===== src/hdl/cpuPkg.sv =====
`default_nettype none

package cpuPkg;
    localparam int wordWidth = 32;   // data and address width.
    localparam int regCount = 16;
    localparam int regSelWidth = 4;  // Ra/Rb/Rc field width.
    localparam int stepWidth = 3;

    localparam int opMsb = 31;       // opcode field.
    localparam int opLsb = 27;
    localparam int raLsb = 23;
    localparam int rbLsb = 19;
    localparam int rcLsb = 15;
    localparam int constWidth = 19;  // C in bits 18..0.
    localparam int condLsb = 19;     // branch condition overlaps Rb.
    localparam int condWidth = 2;

    localparam logic [stepWidth-1:0] stepT0 = 3'd0;  // fetch, pc to mar.
    localparam logic [stepWidth-1:0] stepT1 = 3'd1;  // fetch, pc update and read.
    localparam logic [stepWidth-1:0] stepT2 = 3'd2;  // fetch, mdr to ir.
    localparam logic [stepWidth-1:0] stepT3 = 3'd3;
    localparam logic [stepWidth-1:0] stepT4 = 3'd4;
    localparam logic [stepWidth-1:0] stepT5 = 3'd5;
    localparam logic [stepWidth-1:0] stepT6 = 3'd6;
    localparam logic [stepWidth-1:0] stepT7 = 3'd7;

    typedef enum logic [4:0] {
        opLd = 5'd0, opSt = 5'd1, opAddi = 5'd2, opAdd = 5'd3, opSub = 5'd4,
        opAnd = 5'd5, opOr = 5'd6, opBr = 5'd7, opJr = 5'd8, opOut = 5'd9,
        opHalt = 5'd10
    } opcode_t;

    typedef enum logic [2:0] {aluAdd, aluSub, aluAnd, aluOr, aluInc} aluOp_t;

    typedef struct packed {
        logic pcOut;    // bus sources, at most one.
        logic zOut;
        logic mdrOut;
        logic regOut;
        logic cOut;
        logic marIn;    // register loads.
        logic mdrIn;
        logic irIn;
        logic pcIn;
        logic yIn;
        logic zIn;
        logic regIn;
        logic conIn;
        logic outIn;
        logic gra;      // register selects.
        logic grb;
        logic grc;
        logic baOut;    // r0 reads zero as base.
        aluOp_t aluOp;
        logic memRead;  // level while a read is open.
        logic memWrite;
    } ctrlSignals_t;

    typedef struct packed {
        opcode_t opcode;
        logic [regSelWidth-1:0] ra;
        logic [regSelWidth-1:0] rb;
        logic [regSelWidth-1:0] rc;
        logic [wordWidth-1:0] constant;  // sign extended C.
        logic [condWidth-1:0] cond;
    } instrFields_t;
endpackage

`default_nettype wire


===== src/hdl/aluUnit.sv =====
`timescale 1ns/100ps
`default_nettype none

module aluUnit (
    input  wire clock,
    input  wire rstN,
    input  wire cpuPkg::ctrlSignals_t ctrl,
    input  wire [cpuPkg::wordWidth-1:0] bus,
    output logic [cpuPkg::wordWidth-1:0] zValue
);
    import cpuPkg::*;

    logic [wordWidth-1:0] y;       // first operand.
    logic [wordWidth-1:0] result;

    always_ff @(posedge clock or negedge rstN) begin
        if (!rstN) begin
            y <= '0;
        end else if (ctrl.yIn) begin
            y <= bus;
        end
    end

    always_comb begin
        case (ctrl.aluOp)
            aluAdd: result = y + bus;
            aluSub: result = y - bus;
            aluAnd: result = y & bus;
            aluOr: result = y | bus;
            aluInc: result = bus + 1'b1;  // pc increment, y unused.
            default: result = y + bus;
        endcase
    end

    always_ff @(posedge clock or negedge rstN) begin
        if (!rstN) begin
            zValue <= '0;
        end else if (ctrl.zIn) begin
            zValue <= result;  // z register.
        end
    end
endmodule

`default_nettype wire


===== src/hdl/busCpu.sv =====
`timescale 1ns/100ps
`default_nettype none

module busCpu (
    input  wire clock,
    input  wire rstN,
    output logic [cpuPkg::wordWidth-1:0] memAddr,
    output logic [cpuPkg::wordWidth-1:0] memWData,
    input  wire [cpuPkg::wordWidth-1:0] memRData,
    output logic memReq,
    output logic memWrite,
    input  wire memDone,
    output logic [cpuPkg::wordWidth-1:0] outData,
    output logic outStrobe,
    output logic halted
);
    import cpuPkg::*;

    ctrlSignals_t ctrl;
    instrFields_t fields;
    logic [stepWidth-1:0] step;
    logic stepClear;
    logic stepHold;
    logic con;
    logic [wordWidth-1:0] bus;
    logic [wordWidth-1:0] regData;
    logic [wordWidth-1:0] zValue;
    logic [wordWidth-1:0] mdrValue;
    logic [wordWidth-1:0] pcValue;

    assign memWrite = ctrl.memWrite;  // level while the write is open.

    // every port name matches its net.
    stepCounter stepCounter_inst (.*);
    controlUnit controlUnit_inst (.*);
    registerFile registerFile_inst (.*);
    aluUnit aluUnit_inst (.*);
    instrRegs instrRegs_inst (.*);
    memInterface memInterface_inst (.*);
    busUnit busUnit_inst (.*);
endmodule

`default_nettype wire


===== src/hdl/busUnit.sv =====
`timescale 1ns/100ps
`default_nettype none

module busUnit (
    input  wire clock,
    input  wire rstN,
    input  wire cpuPkg::ctrlSignals_t ctrl,
    input  wire cpuPkg::instrFields_t fields,
    input  wire [cpuPkg::wordWidth-1:0] regData,
    input  wire [cpuPkg::wordWidth-1:0] zValue,
    input  wire [cpuPkg::wordWidth-1:0] mdrValue,
    input  wire [cpuPkg::wordWidth-1:0] pcValue,
    output logic [cpuPkg::wordWidth-1:0] bus,
    output logic con,
    output logic [cpuPkg::wordWidth-1:0] outData,
    output logic outStrobe
);
    import cpuPkg::*;

    // and-or mux, sources are one-hot.
    assign bus = ({wordWidth{ctrl.pcOut}} & pcValue)
               | ({wordWidth{ctrl.zOut}} & zValue)
               | ({wordWidth{ctrl.mdrOut}} & mdrValue)
               | ({wordWidth{ctrl.regOut}} & regData)
               | ({wordWidth{ctrl.cOut}} & fields.constant);

    always_ff @(posedge clock or negedge rstN) begin
        if (!rstN) begin
            con <= 1'b0;
            outStrobe <= 1'b0;
        end else begin
            outStrobe <= ctrl.outIn;  // cycle after the out step.
            if (ctrl.conIn) begin
                case (fields.cond)
                    2'd0: con <= (bus == '0);  // branch if zero.
                    2'd1: con <= (bus != '0);  // branch if nonzero.
                    default: con <= 1'b0;
                endcase
            end
        end
    end

    always_ff @(posedge clock) begin
        if (ctrl.outIn) begin
            outData <= bus;  // output port register.
        end
    end
endmodule

`default_nettype wire


===== src/hdl/controlUnit.sv =====
`timescale 1ns/100ps
`default_nettype none

module controlUnit (
    input  wire clock,
    input  wire rstN,
    input  wire [cpuPkg::stepWidth-1:0] step,
    input  wire cpuPkg::instrFields_t fields,
    input  wire con,
    input  wire memDone,
    output cpuPkg::ctrlSignals_t ctrl,
    output logic stepClear,
    output logic stepHold,
    output logic memReq,
    output logic halted
);
    import cpuPkg::*;

    typedef enum logic [1:0] {sFetch, sExec, sHalted} state_t;

    state_t state;
    logic pending;       // memory request open.
    logic pendingWrite;  // open request is a write.
    logic goHalt;
    logic isAlu;         // add, sub, and, or.
    logic isAddr;        // Rb + C forms.
    logic isLd;
    logic isSt;
    logic isBr;
    aluOp_t aluSel;

    assign isAlu = fields.opcode inside {opAdd, opSub, opAnd, opOr};
    assign isAddr = fields.opcode inside {opLd, opSt, opAddi};
    assign isLd = (fields.opcode == opLd);
    assign isSt = (fields.opcode == opSt);
    assign isBr = (fields.opcode == opBr);

    always_comb begin
        case (fields.opcode)
            opSub: aluSel = aluSub;
            opAnd: aluSel = aluAnd;
            opOr: aluSel = aluOr;
            default: aluSel = aluAdd;  // addi, ld, st address.
        endcase
    end

    always_comb begin
        ctrl = '0;
        stepClear = 1'b0;
        goHalt = 1'b0;
        if (state == sFetch) begin
            case (step)
                stepT0: begin
                    ctrl.pcOut = 1'b1;
                    ctrl.marIn = 1'b1;
                    ctrl.aluOp = aluInc;  // z gets pc + 1.
                    ctrl.zIn = 1'b1;
                end
                stepT1: begin
                    ctrl.zOut = 1'b1;
                    ctrl.pcIn = 1'b1;
                    ctrl.memRead = 1'b1;  // instruction read.
                end
                stepT2: begin
                    ctrl.mdrOut = 1'b1;
                    ctrl.irIn = 1'b1;
                end
                default: ;
            endcase
        end else if (state == sExec) begin
            case (step)
                stepT3: begin
                    if (isAddr || isAlu) begin
                        ctrl.grb = 1'b1;      // Rb into y.
                        ctrl.baOut = isAddr;
                        ctrl.regOut = 1'b1;
                        ctrl.yIn = 1'b1;
                    end else begin
                        ctrl.gra = 1'b1;
                        ctrl.regOut = fields.opcode inside {opBr, opJr, opOut};
                        ctrl.conIn = isBr;
                        ctrl.pcIn = (fields.opcode == opJr);
                        ctrl.outIn = (fields.opcode == opOut);
                        goHalt = (fields.opcode == opHalt);
                        stepClear = !isBr;    // jr, out, halt, nop end here.
                    end
                end
                stepT4: begin
                    if (isAddr || isAlu) begin
                        ctrl.cOut = isAddr;   // C or Rc through the alu.
                        ctrl.grc = isAlu;
                        ctrl.regOut = isAlu;
                        ctrl.aluOp = aluSel;
                        ctrl.zIn = 1'b1;
                    end else begin
                        ctrl.pcOut = con;     // taken branch, pc into y.
                        ctrl.yIn = con;
                    end
                end
                stepT5: begin
                    if (isAddr || isAlu) begin
                        ctrl.zOut = 1'b1;
                        ctrl.marIn = isLd || isSt;
                        ctrl.gra = !(isLd || isSt);
                        ctrl.regIn = !(isLd || isSt);
                        stepClear = !(isLd || isSt);
                    end else begin
                        ctrl.cOut = con;      // pc + C into z.
                        ctrl.zIn = con;
                    end
                end
                stepT6: begin
                    ctrl.memRead = isLd;
                    ctrl.gra = isSt;          // Ra into mdr for the store.
                    ctrl.regOut = isSt;
                    ctrl.mdrIn = isSt;
                    ctrl.zOut = isBr && con;
                    ctrl.pcIn = isBr && con;
                    stepClear = isBr;
                end
                stepT7: begin
                    ctrl.mdrOut = isLd;       // load data into Ra.
                    ctrl.gra = isLd;
                    ctrl.regIn = isLd;
                    ctrl.memWrite = isSt;     // next fetch waits for it.
                    stepClear = 1'b1;
                end
                default: ;
            endcase
        end
        memReq = ctrl.memRead || ctrl.memWrite;  // first cycle of an access.
        if (pending) begin
            ctrl = '0;                           // no strobes while waiting.
            ctrl.memRead = !pendingWrite;
            ctrl.memWrite = pendingWrite;
            stepClear = 1'b0;
            goHalt = 1'b0;
            memReq = 1'b0;
        end
    end

    assign stepHold = pending || (state == sHalted);
    assign halted = (state == sHalted);

    always_ff @(posedge clock or negedge rstN) begin
        if (!rstN) begin
            pending <= 1'b0;
            pendingWrite <= 1'b0;
        end else if (memReq) begin
            pending <= 1'b1;
            pendingWrite <= ctrl.memWrite;
        end else if (memDone) begin
            pending <= 1'b0;
        end
    end

    always_ff @(posedge clock or negedge rstN) begin
        if (!rstN) begin
            state <= sFetch;
        end else begin
            case (state)
                sFetch: begin
                    if (step == stepT2 && !pending) begin
                        state <= sExec;   // ir loaded.
                    end
                end
                sExec: begin
                    if (goHalt) begin
                        state <= sHalted;
                    end else if (stepClear) begin
                        state <= sFetch;
                    end
                end
                default: state <= sHalted;  // stays until reset.
            endcase
        end
    end

    assert property (@(posedge clock) disable iff (!rstN)
        $onehot0({ctrl.pcOut, ctrl.zOut, ctrl.mdrOut, ctrl.regOut, ctrl.cOut}))
        else $error("more than one bus source driven");
endmodule

`default_nettype wire


===== src/hdl/instrRegs.sv =====
`timescale 1ns/100ps
`default_nettype none

module instrRegs (
    input  wire clock,
    input  wire rstN,
    input  wire cpuPkg::ctrlSignals_t ctrl,
    input  wire [cpuPkg::wordWidth-1:0] bus,
    output logic [cpuPkg::wordWidth-1:0] pcValue,
    output cpuPkg::instrFields_t fields
);
    import cpuPkg::*;

    logic [wordWidth-1:0] ir;

    always_ff @(posedge clock or negedge rstN) begin
        if (!rstN) begin
            pcValue <= '0;
            ir <= '0;
        end else begin
            if (ctrl.pcIn) begin
                pcValue <= bus;
            end
            if (ctrl.irIn) begin
                ir <= bus;
            end
        end
    end

    always_comb begin
        fields.opcode = opcode_t'(ir[opMsb:opLsb]);  // unknown codes run as nop.
        fields.ra = ir[raLsb +: regSelWidth];
        fields.rb = ir[rbLsb +: regSelWidth];
        fields.rc = ir[rcLsb +: regSelWidth];
        fields.constant = {{(wordWidth - constWidth){ir[constWidth-1]}}, ir[constWidth-1:0]};
        fields.cond = ir[condLsb +: condWidth];
    end
endmodule

`default_nettype wire


===== src/hdl/memInterface.sv =====
`timescale 1ns/100ps
`default_nettype none

module memInterface (
    input  wire clock,
    input  wire rstN,
    input  wire cpuPkg::ctrlSignals_t ctrl,
    input  wire [cpuPkg::wordWidth-1:0] bus,
    input  wire [cpuPkg::wordWidth-1:0] memRData,
    input  wire memDone,
    output logic [cpuPkg::wordWidth-1:0] mdrValue,
    output logic [cpuPkg::wordWidth-1:0] memAddr,
    output logic [cpuPkg::wordWidth-1:0] memWData
);
    import cpuPkg::*;

    logic [wordWidth-1:0] mar;

    always_ff @(posedge clock) begin
        if (ctrl.marIn) begin
            mar <= bus;
        end
    end

    always_ff @(posedge clock) begin
        if (memDone && ctrl.memRead) begin
            mdrValue <= memRData;  // read data, valid with done.
        end else if (ctrl.mdrIn) begin
            mdrValue <= bus;       // store data.
        end
    end

    assign memAddr = mar;
    assign memWData = mdrValue;

    // done only answers a request opened by the control unit.
    assert property (@(posedge clock) disable iff (!rstN)
        memDone |-> (ctrl.memRead || ctrl.memWrite))
        else $error("memDone without an open request");
endmodule

`default_nettype wire


===== src/hdl/registerFile.sv =====
`timescale 1ns/100ps
`default_nettype none

module registerFile (
    input  wire clock,
    input  wire rstN,
    input  wire cpuPkg::ctrlSignals_t ctrl,
    input  wire cpuPkg::instrFields_t fields,
    input  wire [cpuPkg::wordWidth-1:0] bus,
    output logic [cpuPkg::wordWidth-1:0] regData
);
    import cpuPkg::*;

    logic [wordWidth-1:0] regs [regCount];
    logic [regSelWidth-1:0] sel;

    // gra wins over grb, rc otherwise.
    assign sel = ctrl.gra ? fields.ra : (ctrl.grb ? fields.rb : fields.rc);

    // base register r0 reads as zero.
    assign regData = (ctrl.baOut && sel == '0) ? '0 : regs[sel];

    always_ff @(posedge clock or negedge rstN) begin
        if (!rstN) begin
            for (int i = 0; i < regCount; i++) begin
                regs[i] <= '0;
            end
        end else if (ctrl.regIn) begin
            regs[sel] <= bus;  // write on the edge.
        end
    end
endmodule

`default_nettype wire


===== src/hdl/stepCounter.sv =====
`timescale 1ns/100ps
`default_nettype none

module stepCounter (
    input  wire clock,
    input  wire rstN,
    input  wire stepClear,
    input  wire stepHold,
    output logic [cpuPkg::stepWidth-1:0] step
);
    import cpuPkg::*;

    always_ff @(posedge clock or negedge rstN) begin
        if (!rstN) begin
            step <= stepT0;
        end else if (stepHold) begin
            step <= step;         // memory pending or halted.
        end else if (stepClear) begin
            step <= stepT0;       // last step of the instruction.
        end else begin
            step <= step + 1'b1;
        end
    end

    // the counter must be cleared at T7, never wrap past it.
    assert property (@(posedge clock) disable iff (!rstN)
        (step == stepT7 && !stepHold) |-> stepClear)
        else $error("step counter passed T7");
endmodule

`default_nettype wire


===== config.mk =====
export PLATFORM = sky130hd
export DESIGN_NAME = busCpu
export DESIGN_NICKNAME = d
export VERILOG_FILES = /design/src/hdl/cpuPkg.sv /design/src/hdl/aluUnit.sv /design/src/hdl/busCpu.sv /design/src/hdl/busUnit.sv /design/src/hdl/controlUnit.sv /design/src/hdl/instrRegs.sv /design/src/hdl/memInterface.sv /design/src/hdl/registerFile.sv /design/src/hdl/stepCounter.sv
export SDC_FILE = /design/constraint.sdc
export NUM_CORES = 2
export LEC_CHECK = 0
export BUFFER_PORTS_ARGS = -buffer_cell sky130_fd_sc_hd__buf_2
export CAP_MARGIN = 20
export CORE_UTILIZATION = 45
export CTS_CLUSTER_SIZE = 25
export DETAILED_ROUTE_END_ITERATION = 7
export RECOVER_POWER = 100
export SLEW_MARGIN = 0
export SYNTH_ARGS = -nofsm -noshare
export SYNTH_HDL_FRONTEND = slang
export SYNTH_SLANG_ARGS = --single-unit

===== constraint.sdc =====
create_clock -name clock -period 8.4 [get_ports clock]
set_input_delay 0 -clock clock [delete_from_list [all_inputs] [get_ports clock]]
set_output_delay 0 -clock clock [all_outputs]
set_load 0.01 [all_outputs]

==> impl_metrics.env <==
export IMPL_syn_avg_cell_area_um2=8.86
export IMPL_cts_reportedPaths_clkPinSlew_ps=60
export IMPL_start_util=0.455
export IMPL_slowest_delay_ps=1040
export IMPL_area_growth_pct=11.6
export IMPL_layout_commonest_cell="nand2_1"
export IMPL_layout_common_cells="nand2_1, dfrtp_1, o21ai_0"
export IMPL_period_needed_ps=7910
export IMPL_rows=105
export IMPL_hold_path_class="in -> reg"
export IMPL_rsz0062_at_grt="no"
export IMPL_portBuffers=134
export IMPL_grt_max_degree=156
export IMPL_top_level_ports=135
export IMPL_fmax_mhz=126
export IMPL_max_slew_worst_pin_slew_ps=4530
export IMPL_synth_edf_count=96
export IMPL_ir_drop_v=0.000295
export IMPL_die_h_um=290
export IMPL_routedWlPerCell_um=22.5
export IMPL_total_leakage_power_nw=17.8
export IMPL_outcome="finished, violations left"
export IMPL_antenna_found_initial=3
export IMPL_track_usage=0.286
export IMPL_crit_type="reg -> reg"
export IMPL_remaining_drc_errors=13
export IMPL_crit_path_start_kind="register"
export IMPL_ys_seq_elements=745
export IMPL_drive_gt1_frac=0.0659
export IMPL_fin_nets=4420
export IMPL_ff_latch_area_um2=19100
export IMPL_postSynth_asyncResetShare=0.871
export IMPL_setup_violations=0
export IMPL_place_congestion=0.915
export IMPL_synth_cell_types=89
export IMPL_ys_warn_count=0
export IMPL_slew_violations=787
export IMPL_die_area_um2=84200
export IMPL_seq_area_frac_synth=0.512
export IMPL_violations="design-rule violations, max-capacitance violations, max-slew violations"
export IMPL_synthFlopType="dfrtp_1"
export IMPL_synthCells=4219
export IMPL_finalCritPeriodShare=0.941
export IMPL_cp_slowest_cell="a22oi_1"
export IMPL_drt_iter0_markers=3100
export IMPL_cts_buffers=81
export IMPL_cts_tree="built"
export IMPL_htree_levels=3
export IMPL_grt_pass1_vias=29900
export IMPL_insertion_delay_ps=630
export IMPL_relSlewSlack=-2.02
export IMPL_dr_pass1_iters=8
export IMPL_syn_nets=4388
export IMPL_via_per_inst=5.77
export IMPL_clockBufferDepth=3
export IMPL_powerDensity_nw_per_um2=367
export IMPL_worst_setup_path_end_kind="register"
export IMPL_grt_pass1_wl_mm=186
export IMPL_die_x_um=290
export IMPL_coreArea_um2=82100
export IMPL_globalRouteOverflowTotal=0
export IMPL_dp_hpwl_mm=77.7
export IMPL_critPathArrivalTime_ps=8420
export IMPL_netlist_area_um2=37400
export IMPL_cap_violations=16
export IMPL_cts_root_buf="clkbuf_16"
export IMPL_wl_mm=121
export IMPL_finClkSkew_ps=19.2
export IMPL_fill_cells=7741
export IMPL_dp_cells=5200
export IMPL_ant_nets=0
export IMPL_final_setup_tns_ps=0
export IMPL_hold_viol_final=0
export IMPL_fin_cells=5379
export IMPL_dr_total_vias=31000
export IMPL_required_ps=8920
export IMPL_multi_input_area_um2=16600
export IMPL_cts_sinks=745
export IMPL_path_max_fanout=14
export IMPL_path_cells="or3b_1, nor2_1, a22oi_1, nand2_1, nand2_1, a2111oi_0, a41oi_1, buf_4, inv_1, ha_1, nand4_1, nor3_1, o21ai_0, a41o_1, a211oi_1, a211o_1, a21o_1, a21oi_1, o21ai_0, xnor2_1, nor2_1, o22a_1"
cell usage after synthesis (26+ instances only):
| cell | number | area share |
|---|---|---|
| a21o_1 | 28 | 0.0056 |
| a21oi_1 | 300 | 0.040 |
| a22oi_1 | 26 | 0.0052 |
| a32oi_1 | 33 | 0.0077 |
| buf_2 | 32 | 0.0043 |
| clkbuf_1 | 263 | 0.026 |
| dfrtp_1 | 649 | 0.43 |
| edfxtp_1 | 96 | 0.077 |
| ha_1 | 132 | 0.044 |
| inv_1 | 108 | 0.011 |
| mux2i_1 | 54 | 0.014 |
| nand2_1 | 1084 | 0.11 |
| nand3_1 | 120 | 0.016 |
| nor2_1 | 199 | 0.020 |
| o21ai_0 | 627 | 0.084 |
| xnor2_1 | 40 | 0.0094 |
cell families (layout without fill, tap and decap cells):
group / after synthesis / in the layout / share of synthesized area
AO/OA/AOI/OAI: 1240 / 1240 / 0.194
adder cells (fa/ha/maj): 134 / 134 / 0.0453
buffers and inverters: 437 / 526 / 0.0483
multiplexers: 67 / 67 / 0.0186
flip-flops: 745 / 745 / 0.512
XOR/XNOR: 50 / 50 / 0.0117
AND/OR/NAND/NOR: 1546 / 1546 / 0.170
other: 0 / 1 / 0
flip-flops by register name (all words and copies together), names as in the netlist, 32 cells and up:
register                    count
instrRegs_inst.pcValue         32
registerFile_inst.regs        512
memInterface_inst.memAddr      32
aluUnit_inst.y                 32
aluUnit_inst.zValue            32
instrRegs_inst.ir              32
busUnit_inst.outData           32
memInterface_inst.mdrValue     32
worst max-delay path, delay by kind of cell, from the launching register on:
kind | cells | cell delay, ps
flops | 1 | 500
simple gates | 7 | 2270
fa+ha+maj | 1 | 360
xor+xnor | 1 | 170
compound gates | 11 | 4020
buf+inv | 2 | 430
metal layers:
metal | wire length, µm | vias up | GRT usage | share of wire
li1 | - | 14600 | - | -
met3 | 8680 | 200 | 0.0431 | 0.072
met2 | 54500 | 1140 | 0.445 | 0.45
met4 | 3530 | 0 | 0.0894 | 0.029
met1 | 54500 | 15100 | 0.411 | 0.45
met5 | 0 | - | 0 | 0
metrics by stage:
| stage | util | area (µm²) | setup slack [ps] | power, mW | hold WS (ps) |
|---|---|---|---|---|---|
| after CTS | 0.513 | 42200 | 294 | 15.4 | 193 |
| after detailed placement | 0.478 | 39200 | 352 | 11.9 | 64.1 |
| after floorplan | - | 37400 | 1650 | 9.41 | -296 |
| final | 0.508 | 41700 | 495 | 15.3 | 196 |
| after global placement | 0.478 | 39200 | 533 | 11.8 | 61.9 |
| after global routing | 0.508 | 41700 | 138 | 16.2 | 187 |
path summary, 6_finish.rpt:
check                                                        start                                      end  slack, ps  depth (start not counted)
max                          controlUnit_inst.state[0]$_DFFE_PN0P_      aluUnit_inst.zValue[31]$_DFFE_PN0P_        490                         22
min                                                        memDone     controlUnit_inst.pending$_DFFE_PN0P_        200                          3
max reg2reg                  controlUnit_inst.state[0]$_DFFE_PN0P_      aluUnit_inst.zValue[31]$_DFFE_PN0P_        490                         22
min reg2reg                registerFile_inst.regs[277]$_DFFE_PN0P_  registerFile_inst.regs[277]$_DFFE_PN0P_        480                          2
max in group asynchronous                                     rstN           aluUnit_inst.y[10]$_DFFE_PN0P_       1380                          5
min in group asynchronous                                     rstN  registerFile_inst.regs[286]$_DFFE_PN0P_       2090                          3
where the power goes:
part | leakage, nW | internal [mW] | total [mW] | switching [mW]
Sequential | 9.82 | 4.31 | 4.78 | 0.470
Clock | 1.26 | 2.03 | 3.51 | 1.48
Combinational | 6.73 | 2.29 | 7.04 | 4.76
Total | 17.8 | 8.63 | 15.3 | 6.70
layout make-up:
| type | count | share of cell area |
|---|---|---|
| clock buffer | 119 | 0.0574 |
| antenna | 1 | 0.0000600 |
| sequential | 745 | 0.458 |
| clock inverter | 21 | 0.00429 |
| multi-input combinational | 3037 | 0.399 |
| timing repair buffer | 278 | 0.0396 |
| inverter | 108 | 0.00971 |
| tap | 1070 | 0.0321 |
timing repair:
item                       in CTS  in global routing
hold endpoints to repair      118                  0
hold buffers                   36                  0
gates resized for setup         0                  3
buffers inserted                0                  2
setup endpoints to repair       0                  4
(Power assumes the default switching activity.)
